File: src/logic/apbBusPkg.sv
`default_nettype none

package apbBusPkg;

    // Byte address on the APB side
    typedef logic [7:0] apbAddr;

    // Host to core
    typedef struct packed {
        logic        psel;
        logic        penable;
        logic        pwrite;
        apbAddr      paddr;
        logic [31:0] pwdata;
    } apbReq;

    // Core to host
    typedef struct packed {
        logic        pready;
        logic [31:0] prdata;
        logic        pslverr;
    } apbRsp;

    ////////////////////
    // Address map
    ////////////////////

    // Instruction push, write only
    localparam apbAddr instrAddr = 8'h00;
    // Current PC, read only
    localparam apbAddr pcAddr    = 8'h04;
    // x0 to x31 at regBase plus 4 times index
    localparam apbAddr regBase   = 8'h80;

endpackage

`default_nettype wire

File: src/logic/rvCorePkg.sv
`default_nettype none

package rvCorePkg;

    // Register file depth
    localparam int regCount = 32;

    ////////////////////
    // Base types
    ////////////////////

    // Data, PC and instruction words
    typedef logic [31:0] word;
    // Register index
    typedef logic [4:0]  regIdx;

    // Major opcodes handled by the core
    localparam logic [6:0] opOp    = 7'b0110011;
    localparam logic [6:0] opOpImm = 7'b0010011;
    localparam logic [6:0] opLui   = 7'b0110111;
    localparam logic [6:0] opJal   = 7'b1101111;

    // ALU operations, passB forwards operand B for LUI
    typedef enum logic [3:0] {
        aluAdd, aluSub, aluSll, aluSlt, aluSltu,
        aluXor, aluSrl, aluSra, aluOr, aluAnd, aluPassB
    } aluOp;

    // Write-back source
    typedef enum logic {
        wbAlu,
        wbLink
    } wbSel;

    ////////////////////
    // Stage structs
    ////////////////////

    // Decode register contents
    typedef struct packed {
        logic  valid;
        regIdx rd;
        regIdx rs1;
        regIdx rs2;
        logic  useImm;
        word   imm;
        aluOp  op;
        wbSel  sel;
        logic  writeEn;
        logic  isJal;
    } decodedInstr;

    // Execute register contents, pcVal not yet incremented
    typedef struct packed {
        logic  valid;
        regIdx rd;
        logic  writeEn;
        wbSel  sel;
        word   aluOut;
        word   pcVal;
    } exResult;

endpackage

`default_nettype wire
File: src/logic/issueCoreTop.sv
`timescale 1ns/100ps
`default_nettype none

module issueCoreTop (
    input  logic             clk,
    input  logic             rstN,
    input  apbBusPkg::apbReq req,
    output apbBusPkg::apbRsp rsp
);

    // Port to decode
    logic                   issueValid;
    rvCorePkg::word         issueWord;
    logic                   busy;
    // Decode to execute
    rvCorePkg::decodedInstr dec;
    logic                   execValid;
    // Execute and register file
    rvCorePkg::regIdx       rs1;
    rvCorePkg::regIdx       rs2;
    rvCorePkg::word         rdata1;
    rvCorePkg::word         rdata2;
    rvCorePkg::exResult     res;
    rvCorePkg::word         pcVal;
    // Host read path
    rvCorePkg::regIdx       r3;
    rvCorePkg::word         rdata3;

    apbInstrPort port (
        .clk        (clk),
        .rstN       (rstN),
        .req        (req),
        .rsp        (rsp),
        .busy       (busy),
        .pcVal      (pcVal),
        .rdata3     (rdata3),
        .r3         (r3),
        .issueValid (issueValid),
        .issueWord  (issueWord)
    );

    decodeStage decode (
        .clk        (clk),
        .rstN       (rstN),
        .issueValid (issueValid),
        .issueWord  (issueWord),
        .execValid  (execValid),
        .busy       (busy),
        .dec        (dec)
    );

    executeStage execute (
        .clk       (clk),
        .rstN      (rstN),
        .dec       (dec),
        .rs1       (rs1),
        .rs2       (rs2),
        .rdata1    (rdata1),
        .rdata2    (rdata2),
        .res       (res),
        .pcVal     (pcVal),
        .execValid (execValid)
    );

    regFile regs (
        .clk    (clk),
        .res    (res),
        .rs1    (rs1),
        .rs2    (rs2),
        .r3     (r3),
        .rdata1 (rdata1),
        .rdata2 (rdata2),
        .rdata3 (rdata3)
    );

endmodule

`default_nettype wire

File: src/logic/regFile.sv
`timescale 1ns/100ps
`default_nettype none

module regFile (
    input  logic               clk,
    input  rvCorePkg::exResult res,
    input  rvCorePkg::regIdx   rs1,
    input  rvCorePkg::regIdx   rs2,
    input  rvCorePkg::regIdx   r3,
    output rvCorePkg::word     rdata1,
    output rvCorePkg::word     rdata2,
    output rvCorePkg::word     rdata3
);

    rvCorePkg::word regs [rvCorePkg::regCount];
    rvCorePkg::word wdata;
    logic           wrEn;

    ////////////////////
    // Write-back
    ////////////////////

    // Link value is PC plus 4 of the JAL itself
    assign wdata = (res.sel == rvCorePkg::wbLink) ? res.pcVal + 32'd4 : res.aluOut;
    // x0 is never written
    assign wrEn  = res.valid && res.writeEn && (res.rd != '0);

    always_ff @(posedge clk) begin
        if (wrEn) begin
            regs[res.rd] <= wdata;
        end
    end

    ////////////////////
    // Reads
    ////////////////////

    always_comb begin
        rdata1 = regs[rs1];
        rdata2 = regs[rs2];
        // Host port only reads an idle pipe
        rdata3 = regs[r3];
        // Execute ports see back-to-back results
        if (wrEn && (rs1 == res.rd)) begin
            rdata1 = wdata;
        end
        if (wrEn && (rs2 == res.rd)) begin
            rdata2 = wdata;
        end
        // Zero for x0
        if (rs1 == '0) begin
            rdata1 = '0;
        end
        if (rs2 == '0) begin
            rdata2 = '0;
        end
        if (r3 == '0) begin
            rdata3 = '0;
        end
    end

endmodule

`default_nettype wire

File: src/logic/executeStage.sv
`timescale 1ns/100ps
`default_nettype none

module executeStage (
    input  logic                   clk,
    input  logic                   rstN,
    input  rvCorePkg::decodedInstr dec,
    output rvCorePkg::regIdx       rs1,
    output rvCorePkg::regIdx       rs2,
    input  rvCorePkg::word         rdata1,
    input  rvCorePkg::word         rdata2,
    output rvCorePkg::exResult     res,
    output rvCorePkg::word         pcVal,
    output logic                   execValid
);

    rvCorePkg::word opA;
    rvCorePkg::word opB;
    rvCorePkg::word aluOut;
    rvCorePkg::word pcQ;

    ////////////////////
    // Operands
    ////////////////////

    // Register reads happen in the same cycle
    assign rs1 = dec.rs1;
    assign rs2 = dec.rs2;
    assign opA = rdata1;
    assign opB = dec.useImm ? dec.imm : rdata2;

    ////////////////////
    // ALU
    ////////////////////

    always_comb begin
        case (dec.op)
            rvCorePkg::aluAdd:   aluOut = opA + opB;
            rvCorePkg::aluSub:   aluOut = opA - opB;
            rvCorePkg::aluSll:   aluOut = opA << opB[4:0];
            rvCorePkg::aluSlt:   aluOut = {31'b0, $signed(opA) < $signed(opB)};
            rvCorePkg::aluSltu:  aluOut = {31'b0, opA < opB};
            rvCorePkg::aluXor:   aluOut = opA ^ opB;
            rvCorePkg::aluSrl:   aluOut = opA >> opB[4:0];
            // Arithmetic shift keeps the sign
            rvCorePkg::aluSra:   aluOut = $signed(opA) >>> opB[4:0];
            rvCorePkg::aluOr:    aluOut = opA | opB;
            rvCorePkg::aluAnd:   aluOut = opA & opB;
            default:             aluOut = opB;
        endcase
    end

    // Execute register, tagged with the PC of this instruction
    always_ff @(posedge clk) begin
        if (!rstN) begin
            res.valid <= 1'b0;
        end else begin
            res.valid   <= dec.valid;
            res.rd      <= dec.rd;
            res.writeEn <= dec.writeEn;
            res.sel     <= dec.sel;
            res.aluOut  <= aluOut;
            res.pcVal   <= pcQ;
        end
    end

    // PC moves by 4, or by the offset on JAL
    always_ff @(posedge clk) begin
        if (!rstN) begin
            pcQ <= '0;
        end else if (dec.valid) begin
            pcQ <= dec.isJal ? pcQ + dec.imm : pcQ + 32'd4;
        end
    end

    assign pcVal     = pcQ;
    assign execValid = res.valid;

endmodule

`default_nettype wire

File: src/logic/decodeStage.sv
`timescale 1ns/100ps
`default_nettype none

module decodeStage (
    input  logic                   clk,
    input  logic                   rstN,
    input  logic                   issueValid,
    input  rvCorePkg::word         issueWord,
    input  logic                   execValid,
    output logic                   busy,
    output rvCorePkg::decodedInstr dec
);

    rvCorePkg::decodedInstr decNext;
    logic [6:0]             opcode;
    logic [2:0]             funct3;
    logic [6:0]             funct7;
    logic                   shiftOk;
    logic                   supported;

    // Instruction fields
    assign opcode  = issueWord[6:0];
    assign funct3  = issueWord[14:12];
    assign funct7  = issueWord[31:25];
    // Only plain and arithmetic encodings of funct7 exist
    assign shiftOk = (funct7 == 7'h00) || (funct7 == 7'h20);

    // funct3 to ALU op, alt picks SUB and SRA
    function automatic rvCorePkg::aluOp aluFromFunct(input logic [2:0] f3, input logic alt);
        case (f3)
            3'b000:  return alt ? rvCorePkg::aluSub : rvCorePkg::aluAdd;
            3'b001:  return rvCorePkg::aluSll;
            3'b010:  return rvCorePkg::aluSlt;
            3'b011:  return rvCorePkg::aluSltu;
            3'b100:  return rvCorePkg::aluXor;
            3'b101:  return alt ? rvCorePkg::aluSra : rvCorePkg::aluSrl;
            3'b110:  return rvCorePkg::aluOr;
            default: return rvCorePkg::aluAnd;
        endcase
    endfunction

    always_comb begin
        decNext        = '0;
        decNext.valid  = issueValid;
        decNext.rd     = issueWord[11:7];
        decNext.rs1    = issueWord[19:15];
        decNext.rs2    = issueWord[24:20];
        // I immediate by default, shamt sits in its low bits
        decNext.imm    = {{20{issueWord[31]}}, issueWord[31:20]};
        decNext.useImm = 1'b1;
        decNext.op     = rvCorePkg::aluAdd;
        decNext.sel    = rvCorePkg::wbAlu;
        supported      = 1'b0;
        case (opcode)
            rvCorePkg::opOp: begin
                decNext.useImm = 1'b0;
                decNext.op     = aluFromFunct(funct3, funct7[5]);
                supported      = (funct7 == 7'h00) ||
                                 ((funct7 == 7'h20) && (funct3 == 3'b000 || funct3 == 3'b101));
            end
            rvCorePkg::opOpImm: begin
                // ADDI has no subtract form
                decNext.op = aluFromFunct(funct3, funct7[5] && (funct3 == 3'b101));
                if (funct3 == 3'b001) begin
                    supported = funct7 == 7'h00;
                end else if (funct3 == 3'b101) begin
                    supported = shiftOk;
                end else begin
                    supported = 1'b1;
                end
            end
            rvCorePkg::opLui: begin
                decNext.imm = {issueWord[31:12], 12'b0};
                decNext.op  = rvCorePkg::aluPassB;
                supported   = 1'b1;
            end
            rvCorePkg::opJal: begin
                // J immediate
                decNext.imm   = {{12{issueWord[31]}}, issueWord[19:12], issueWord[20],
                                 issueWord[30:21], 1'b0};
                decNext.sel   = rvCorePkg::wbLink;
                decNext.isJal = 1'b1;
                supported     = 1'b1;
            end
            default: supported = 1'b0;
        endcase
        // Bubble when unsupported or rd is x0
        decNext.writeEn = supported && (decNext.rd != '0);
    end

    // Decode register
    always_ff @(posedge clk) begin
        if (!rstN) begin
            dec.valid <= 1'b0;
        end else begin
            dec <= decNext;
        end
    end

    // Anything still in decode or write-back
    assign busy = dec.valid || execValid;

endmodule

`default_nettype wire

File: src/logic/apbInstrPort.sv
`timescale 1ns/100ps
`default_nettype none

module apbInstrPort (
    input  logic              clk,
    input  logic              rstN,
    input  apbBusPkg::apbReq  req,
    output apbBusPkg::apbRsp  rsp,
    input  logic              busy,
    input  rvCorePkg::word    pcVal,
    input  rvCorePkg::word    rdata3,
    output rvCorePkg::regIdx  r3,
    output logic              issueValid,
    output rvCorePkg::word    issueWord
);

    typedef enum logic {
        portIdle,
        portAccess
    } portState;

    portState       state;
    logic           readyQ;
    logic           slvErrQ;
    rvCorePkg::word rdataQ;
    logic           isInstr;
    logic           isPc;
    logic           isReg;
    logic           reqErr;

    ////////////////////
    // Address decode
    ////////////////////

    assign isInstr = req.paddr == apbBusPkg::instrAddr;
    assign isPc    = req.paddr == apbBusPkg::pcAddr;
    // Word aligned and in the upper half
    assign isReg   = (req.paddr & 8'h83) == apbBusPkg::regBase;
    assign reqErr  = req.pwrite ? !isInstr : !(isPc || isReg);

    // Third read port index straight from the address
    assign r3 = req.paddr[6:2];

    // One pulse on the completing write edge
    assign issueValid = (state == portAccess) && req.psel && req.penable && req.pwrite &&
                        readyQ && !slvErrQ;
    assign issueWord  = req.pwdata;

    ////////////////////
    // Transfer FSM
    ////////////////////

    always_ff @(posedge clk) begin
        if (!rstN) begin
            state   <= portIdle;
            readyQ  <= 1'b0;
            slvErrQ <= 1'b0;
        end else begin
            case (state)
                portIdle: begin
                    // Setup phase
                    if (req.psel && !req.penable) begin
                        state   <= portAccess;
                        // Writes and errors never wait
                        readyQ  <= req.pwrite || reqErr || !busy;
                        slvErrQ <= reqErr;
                    end
                end
                portAccess: begin
                    if (!req.psel || (req.penable && readyQ)) begin
                        state   <= portIdle;
                        readyQ  <= 1'b0;
                        slvErrQ <= 1'b0;
                    end else begin
                        // Read waits for an empty pipe
                        readyQ <= !busy;
                    end
                end
                default: state <= portIdle;
            endcase
        end
    end

    // Read data sampled every cycle, stable once pipe drains
    always_ff @(posedge clk) begin
        rdataQ <= isPc ? pcVal : rdata3;
    end

    assign rsp = '{pready: readyQ, prdata: rdataQ, pslverr: slvErrQ};

endmodule

`default_nettype wire

File: config.mk
export PLATFORM = sky130hd
export DESIGN_NAME = issueCoreTop
export DESIGN_NICKNAME = d
export VERILOG_FILES = /design/src/logic/apbBusPkg.sv /design/src/logic/rvCorePkg.sv /design/src/logic/issueCoreTop.sv /design/src/logic/regFile.sv /design/src/logic/executeStage.sv /design/src/logic/decodeStage.sv /design/src/logic/apbInstrPort.sv
export SDC_FILE = /design/constraint.sdc
export NUM_CORES = 2
export LEC_CHECK = 0
export ABC_CLOCK_PERIOD_IN_PS = 7250
export BUFFER_PORTS_ARGS = -buffer_cell sky130_fd_sc_hd__buf_2
export CAP_MARGIN = 20
export CELL_PAD_IN_SITES_DETAIL_PLACEMENT = 0
export CELL_PAD_IN_SITES_GLOBAL_PLACEMENT = 1
export CORE_MARGIN = 5
export CORE_UTILIZATION = 45
export CTS_BUF_LIST = sky130_fd_sc_hd__clkbuf_16
export CTS_CLUSTER_DIAMETER = 30
export CTS_CLUSTER_SIZE = 28
export DETAILED_ROUTE_END_ITERATION = 12
export HOLD_SLACK_MARGIN = 0.05
export PLACE_DENSITY = 0.78
export SYNTH_ARGS = -nofsm -noshare
export SYNTH_HDL_FRONTEND = slang
export SYNTH_SLANG_ARGS = --single-unit
File: constraint.sdc
create_clock -name clk -period 7.25 [get_ports clk]
set_input_delay 1.45 -clock clk [delete_from_list [all_inputs] [get_ports clk]]
set_output_delay 1.45 -clock clk [all_outputs]
set_load 0.1 [all_outputs]
After elaboration in Yosys (flattened, before gate mapping)
Memories as Yosys holds them, arrays and structs flattened. A register that Yosys moved wholly into a read port is not among the register bits.
Cells that the tools add are included.
{"block": "totals", "reg_bits": 194, "ramBits": 1024, "in_bits": 45, "output_inout_bits": 34, "word_cells": 137, "n_memories": 1}
{"memory": "regs.regs", "depth": 32, "width": 32, "read_ports": 3, "rd_clocked_by_memory_dff": 2, "write_ports": 1, "line_no": "regFile.sv:15", "source": "rvCorePkg::word regs [rvCorePkg::regCount];"}
{"block": "op_classes", "add_sub_neg": 5, "n_lt_le_gt_ge": 2, "eq_ne": 26, "shift": 3, "muxes": 37, "bitwise": 4, "n_reduce_logical": 39}
{"operator": "one-hot mux 32 bit (10 select lines)", "n": 1}
{"operator": "2-to-1 mux 32 bit", "n": 9}
{"operator": "adder 32 x 3 -> 32 bit, second input constant", "n": 2}
{"operator": "adder 32 bit", "n": 2}
{"operator": "less-than comparator 32 bit", "n": 2}
{"operator": "one-hot mux 31 bit (2 select lines)", "n": 1}
{"operator": "one-hot mux 4 bit (7 select lines)", "n": 2}
{"operator": "AND 32 bit", "n": 1}
{"operator": "OR 32 bit", "n": 1}
{"operator": "left shift 32 x 5 -> 32 bit", "n": 1}
{"operator": "right shift 32 x 5 -> 32 bit", "n": 1}
{"operator": ">>> shifter 32 x 5 -> 32 bit", "n": 1}
{"operator": "subtractor 32 bit", "n": 1}
{"operator": "bitwise XOR 32 bit", "n": 1}
{"operator": "equality test 7 x 6 -> 1 bit, second input constant", "n": 3}
{"operator": "2-to-1 mux 1 bit", "n": 17}
{"operator": "equality test 4 x 3 -> 1 bit, second input constant", "n": 4}
{"operator": "zero test 5 bit", "n": 3}
{"operator": "logical AND 1 bit", "n": 14}
{"operator": "equality test 3 bit, second input constant", "n": 4}
{"operator": "one-hot mux 4 bit (3 select lines)", "n": 1}
{"operator": "equality test 5 bit", "n": 2}
{"operator": "2-to-1 mux 5 bit", "n": 2}
{"operator": "nonzero test 5 bit", "n": 2}
{"operator": "other kinds (21)", "n": 38}

Longest topological paths before layout
{"block": "depth", "depth_word": 8, "depth_mapped": 25, "ltp_nobuf": 21}

By module
A second synthesis with hierarchy kept.
{"block": "unflattened", "cells_unflattened": 5343, "area_unflattened_um2": 76353.2}
{"mod": "regFile", "instances": 1, "cells_each": 3070, "area_per_inst_um2": 57223.6, "seq_area_each_um2": 30749.5}
{"mod": "executeStage", "instances": 1, "cells_each": 2007, "area_per_inst_um2": 15254.6, "seq_area_each_um2": 2792.7}
{"mod": "decodeStage", "instances": 1, "cells_each": 129, "area_per_inst_um2": 2172.1, "seq_area_each_um2": 1641.6}
{"mod": "apbInstrPort", "instances": 1, "cells_each": 137, "area_per_inst_um2": 1702.9, "seq_area_each_um2": 700.7}

Worst setup path after synthesis
No wires, ideal clock.
{"block": "synth_timing", "path_kind": "reg2reg", "start": "register with a tool-made name", "end": "register execute.res[54] (netlist name)", "setup_ns": 0.261, "t_arrival_ns": 6.200, "required_time_ns": 6.989, "slack_ns": 0.789, "path_stages_with_launch": 26, "path_buffers": 7, "synth_period_minus_slack_ns": 6.461, "cell_sequence": "dfxtp_1 buf_4 buf_2 buf_2 clkbuf_1 clkbuf_1 buf_2 mux4_2 mux4_2 mux2i_1 a211oi_1 a21oi_1 inv_1 ha_1 clkbuf_1 nand2b_1 a21oi_1 a2111oi_0 o2bb2ai_1 a31oi_1 o31a_1 o311ai_0 xnor2_1 a22oi_1 nand4b_1 o32a_1"}

==> metrics.txt <==
# TYPE chip_impl_metric gauge
chip_impl_info{name="hold_path.class",value="reg -> reg"} 1
chip_impl_metric{name="fmax",unit="MHz"} 139
chip_impl_metric{name="combined_area_of_all_synthesized_cells",unit="um^2"} 75000
chip_impl_metric{name="p_r_area_growth_vs_syn",unit="%"} 17.9
chip_impl_metric{name="yosysWarnings",unit=""} 0
chip_impl_info{name="synth_most_common_cell",value="sky130_fd_sc_hd__edfxtp_1"} 1
chip_impl_metric{name="power.leakage",unit="nW"} 30.4
chip_impl_info{name="violated_checks",value="max-slew violations"} 1
chip_impl_metric{name="first_global_vias",unit=""} 55800
chip_impl_info{name="run_status",value="finished with violations"} 1
chip_impl_metric{name="fin_area",unit="um^2"} 88400
chip_impl_metric{name="cp.arrival",unit="ns"} 7.82
chip_impl_metric{name="synth-seq-cells",unit=""} 1228
chip_impl_metric{name="dpl.cell_count",unit=""} 7375
chip_impl_metric{name="maximum_vdd_drop",unit="mV"} 0.196
chip_impl_metric{name="final_period_minus_worst_setup_slack",unit="ns"} 7.19
chip_impl_metric{name="cts_num_sinks",unit=""} 1228
chip_impl_info{name="netlist.top_cell.by_area",value="sky130_fd_sc_hd__edfxtp_1"} 1
chip_impl_metric{name="setup_tns",unit="ns"} 0
chip_impl_metric{name="seq_area_frac_synth",unit=""} 0.481
chip_impl_metric{name="wire_per_inst",unit="um"} 37.5
chip_impl_metric{name="timing.final.crit_share",unit=""} 0.992
chip_impl_metric{name="grt_first_pass_wirelength",unit="um"} 415000
chip_impl_metric{name="global_route.overflow_total",unit=""} 0
chip_impl_info{name="synth.cells.most_frequent",value="sky130_fd_sc_hd__edfxtp_1 (1,149), sky130_fd_sc_hd__mux4_2 (855), sky130_fd_sc_hd__nand2_1 (295), sky130_fd_sc_hd__nor2_1 (278), sky130_fd_sc_hd__a21oi_1 (237)"} 1
chip_impl_metric{name="area_share_of_the_largest_cell_type_after_synthesis",unit=""} 0.460
chip_impl_metric{name="clock_transition_at_path_regs",unit="ns"} 0.05
chip_impl_metric{name="max_slew_margin",unit=""} -0.0491
chip_impl_metric{name="syn_area_per_cell",unit="um^2"} 14.4
chip_impl_metric{name="cellPowerDensity",unit="nW/um^2"} 290
chip_impl_info{name="critPathLaunchType",value="flop"} 1
chip_impl_metric{name="r2r_setup_slack",unit="ns"} 0.06
chip_impl_metric{name="dpl.hpwl",unit="um"} 188000
chip_impl_metric{name="layoutNonFillerInstCount",unit=""} 7873
chip_impl_metric{name="drt.antenna.violating_nets",unit=""} 0
chip_impl_info{name="dominantRegCellSynth",value="sky130_fd_sc_hd__edfxtp_1"} 1
chip_impl_metric{name="initial_core_util",unit=""} 0.454
chip_impl_info{name="min_delay_worst_endpoint",value="execute.res[70]"} 1
chip_impl_metric{name="buffer_ports.inserted",unit=""} 78
chip_impl_info{name="min_delay_src",value="decode.dec[54]"} 1
chip_impl_metric{name="chipWidth",unit="um"} 418
chip_impl_info{name="worst_setup_path_end_kind",value="flop"} 1
chip_impl_metric{name="max_cap_viol_count",unit=""} 0
chip_impl_metric{name="rows",unit=""} 149
chip_impl_metric{name="final_hold_viol_count",unit=""} 0
chip_impl_metric{name="num-nets-final",unit=""} 5654
chip_impl_metric{name="drt_drc_violations_left",unit=""} 0
chip_impl_info{name="worst-setup-path-type",value="reg -> reg"} 1
chip_impl_metric{name="holdBufCountCts",unit=""} 0
chip_impl_metric{name="io_pins",unit=""} 79
chip_impl_metric{name="total_power",unit="W"} 0.0257
chip_impl_metric{name="drv_slew",unit=""} 1
chip_impl_metric{name="ys_async_sr_fraction",unit=""} 0
chip_impl_metric{name="postRouteWirelength",unit="um"} 296000
chip_impl_info{name="unrepaired_setup_endpoints_after_global_routing",value="no"} 1
chip_impl_metric{name="drt_pre_antenna_iters",unit=""} 6
chip_impl_metric{name="cts.htree.levels",unit=""} 5
chip_impl_metric{name="detail_route.iter0.violations",unit=""} 9319
chip_impl_metric{name="setup_violations",unit=""} 0
chip_impl_metric{name="route.vias.total",unit=""} 57300
chip_impl_metric{name="post_drt_via_cell_ratio",unit=""} 7.27
chip_impl_metric{name="ys_types",unit=""} 98
chip_impl_info{name="tritoncts_clock_tree",value="built"} 1
chip_impl_metric{name="critical_path.max_fanout",unit=""} 15
chip_impl_metric{name="largest_net_degree_at_the_start_of_global_routing",unit=""} 111
chip_impl_metric{name="number_of_antenna_violations_at_the_first_check_in_global_routing",unit=""} 17
chip_impl_metric{name="max-clock-path-buffers",unit=""} 4
chip_impl_metric{name="insertion_delay",unit="ns"} 0.95
chip_impl_metric{name="drive_gt1_frac",unit=""} 0.325
chip_impl_info{name="root_buffer_cell",value="sky130_fd_sc_hd__clkbuf_16"} 1
chip_impl_metric{name="die_h",unit="um"} 418
chip_impl_metric{name="finalWeightedCongestion",unit=""} 1.03
chip_impl_metric{name="worst-endpoint-required",unit="ns"} 7.88
chip_impl_metric{name="fp.dieArea",unit="um^2"} 175000
chip_impl_metric{name="reg2regPathDepth",unit=""} 18
chip_impl_metric{name="tritoncts.num_buffers",unit=""} 285
chip_impl_metric{name="min_path_cells",unit=""} 0
chip_impl_metric{name="number_of_synthesized_flops_with_an_enable_pin",unit=""} 1149
chip_impl_info{name="post_synth_main_area_contributors",value="sky130_fd_sc_hd__edfxtp_1 (46%), sky130_fd_sc_hd__mux4_2 (26%), sky130_fd_sc_hd__mux2i_1 (2.9%)"} 1
chip_impl_info{name="reg_to_reg_endpoint",value="execute.res[60]"} 1
chip_impl_metric{name="clock-skew-final",unit="ns"} 0.0939
chip_impl_metric{name="fp.coreArea",unit="um^2"} 165000
chip_impl_metric{name="worst-slew-pin-transition",unit="ns"} 1.57
chip_impl_metric{name="track_usage",unit=""} 0.332
chip_impl_metric{name="syn_inst",unit=""} 5211
chip_impl_metric{name="dpl_cell_area",unit="um^2"} 79400
==> cells in the final DEF (no fill, tap or decap), types with 22 or more instances in the layout <==
cell type,instances
sky130_fd_sc_hd__a21o_1,50
sky130_fd_sc_hd__clkinvlp_4,23
sky130_fd_sc_hd__or3_1,30
sky130_fd_sc_hd__xnor2_1,34
sky130_fd_sc_hd__clkinv_2,47
sky130_fd_sc_hd__buf_12,25
sky130_fd_sc_hd__a221oi_1,30
sky130_fd_sc_hd__a211oi_1,45
sky130_fd_sc_hd__inv_6,24
sky130_fd_sc_hd__a21oi_1,230
sky130_fd_sc_hd__o211ai_1,46
sky130_fd_sc_hd__nand2_1,294
sky130_fd_sc_hd__o21ai_0,212
sky130_fd_sc_hd__a32oi_1,34
sky130_fd_sc_hd__a31oi_1,30
sky130_fd_sc_hd__clkinv_1,29
sky130_fd_sc_hd__nor4_1,24
sky130_fd_sc_hd__nand3_1,66
sky130_fd_sc_hd__mux2i_1,215
sky130_fd_sc_hd__clkbuf_16,292
sky130_fd_sc_hd__nor2_4,32
sky130_fd_sc_hd__nand4_1,24
sky130_fd_sc_hd__buf_2,73
sky130_fd_sc_hd__and3_1,31
sky130_fd_sc_hd__nand2b_1,24
sky130_fd_sc_hd__a22oi_1,101
sky130_fd_sc_hd__inv_1,160
sky130_fd_sc_hd__dfxtp_1,70
sky130_fd_sc_hd__nor2b_1,48
sky130_fd_sc_hd__mux4_2,855
sky130_fd_sc_hd__conb_1,32
sky130_fd_sc_hd__mux2_2,75
sky130_fd_sc_hd__xor2_1,22
sky130_fd_sc_hd__ha_1,133
sky130_fd_sc_hd__buf_4,254
sky130_fd_sc_hd__nor2_1,242
sky130_fd_sc_hd__o22ai_1,58
sky130_fd_sc_hd__edfxtp_1,1149
sky130_fd_sc_hd__nor3_1,72
==> repair_timing <==
item                       CTS  global route
setup buffers                0             0
setup endpoints to repair    0            12
gates resized for setup      0             4
==> logic make-up (layout without fill, tap and decap cells) <==
group / count (synthesis) / count (layout) / synth area share
mux: 1147 / 1147 / 0.297
simple gates: 987 / 987 / 0.0625
buf+inv: 549 / 984 / 0.0301
xor+xnor: 56 / 56 / 0.00654
other cells: 1 / 39 / 0.0000500
compound gates: 1107 / 1107 / 0.0998
flops: 1228 / 1228 / 0.481
fa+ha+maj: 136 / 136 / 0.0230
==> power breakdown <==
part / internal, W / switching, W
Clock: 0.00800 / 0.00414
Sequential: 0.00802 / 0.000174
Combinational: 0.00190 / 0.00343
==> metal layers <==
layer | vias to the layer above | GRT usage | share of wire
li1 | 22300 | - | -
met1 | 28700 | 0.413 | 0.34
met2 | 5060 | 0.500 | 0.44
met3 | 1193 | 0.106 | 0.14
met4 | 18 | 0.220 | 0.081
met5 | - | 0 | 0.00048
==> critical path, stage by stage, from the launching register on <==
cell	delay, ns
sky130_fd_sc_hd__dfxtp_2	0.67
sky130_fd_sc_hd__clkinv_1	0.89
sky130_fd_sc_hd__a211oi_2	1.20
sky130_fd_sc_hd__a222oi_1	0.35
sky130_fd_sc_hd__buf_4	0.28
sky130_fd_sc_hd__inv_1	0.16
sky130_fd_sc_hd__ha_1	0.37
sky130_fd_sc_hd__nand2b_1	0.14
sky130_fd_sc_hd__a21oi_1	0.09
sky130_fd_sc_hd__a2111oi_0	0.54
sky130_fd_sc_hd__buf_4	0.21
sky130_fd_sc_hd__o2bb2ai_1	0.16
sky130_fd_sc_hd__a31oi_1	0.22
sky130_fd_sc_hd__o31a_1	0.36
sky130_fd_sc_hd__o211a_1	0.29
sky130_fd_sc_hd__o21ai_0	0.42
sky130_fd_sc_hd__mux2i_1	0.15
sky130_fd_sc_hd__a211oi_1	0.26
sky130_fd_sc_hd__a32oi_1	0.14
==> sequential cells by signal, indices dropped and copies added (netlist names), named ones only <==
name,cells
regs.regs,1024
execute.pcVal,32
execute.execValid,1
decode.dec,55
port.state,1
execute.res,71
port.rdataQ,32
port.readyQ,1
port.slvErrQ,1
==> worst max path at each step <==
stage                               start              end  depth (start not counted)
final                                flop  execute.res[60]                         18
after global routing                 flop  execute.res[60]                         21
after CTS                 execute.res[69]  execute.res[63]                         18
after detailed placement  execute.res[69]  execute.res[63]                         18
after global placement               flop  execute.res[60]                         17
after floorplan                      flop  execute.res[54]                         25
==> area by class of cell <==
class,count,area (um^2)
Antenna cell,7,17.5
Clock buffer,292,7310
Clock inverter,199,1690
Fill cell,12900,77000
Inverter,137,517
Multi-Input combinational cell,3465,37200
Sequential cell,1228,36100
Tap cell,2189,2740
Timing Repair Buffer,356,2830
==> metrics by stage <==
step / worst slack [ns] / hold WS, ns / util
after CTS: 0.231 / 0.410 / 0.534
after floorplan: 0.789 / 0.400 / -
after global routing: 0.0177 / 0.421 / 0.534
final: 0.0572 / 0.413 / 0.535
after global placement: -0.282 / 0.404 / 0.480
after detailed placement: 0.315 / 0.405 / 0.480
(Power assumes the default switching activity.)
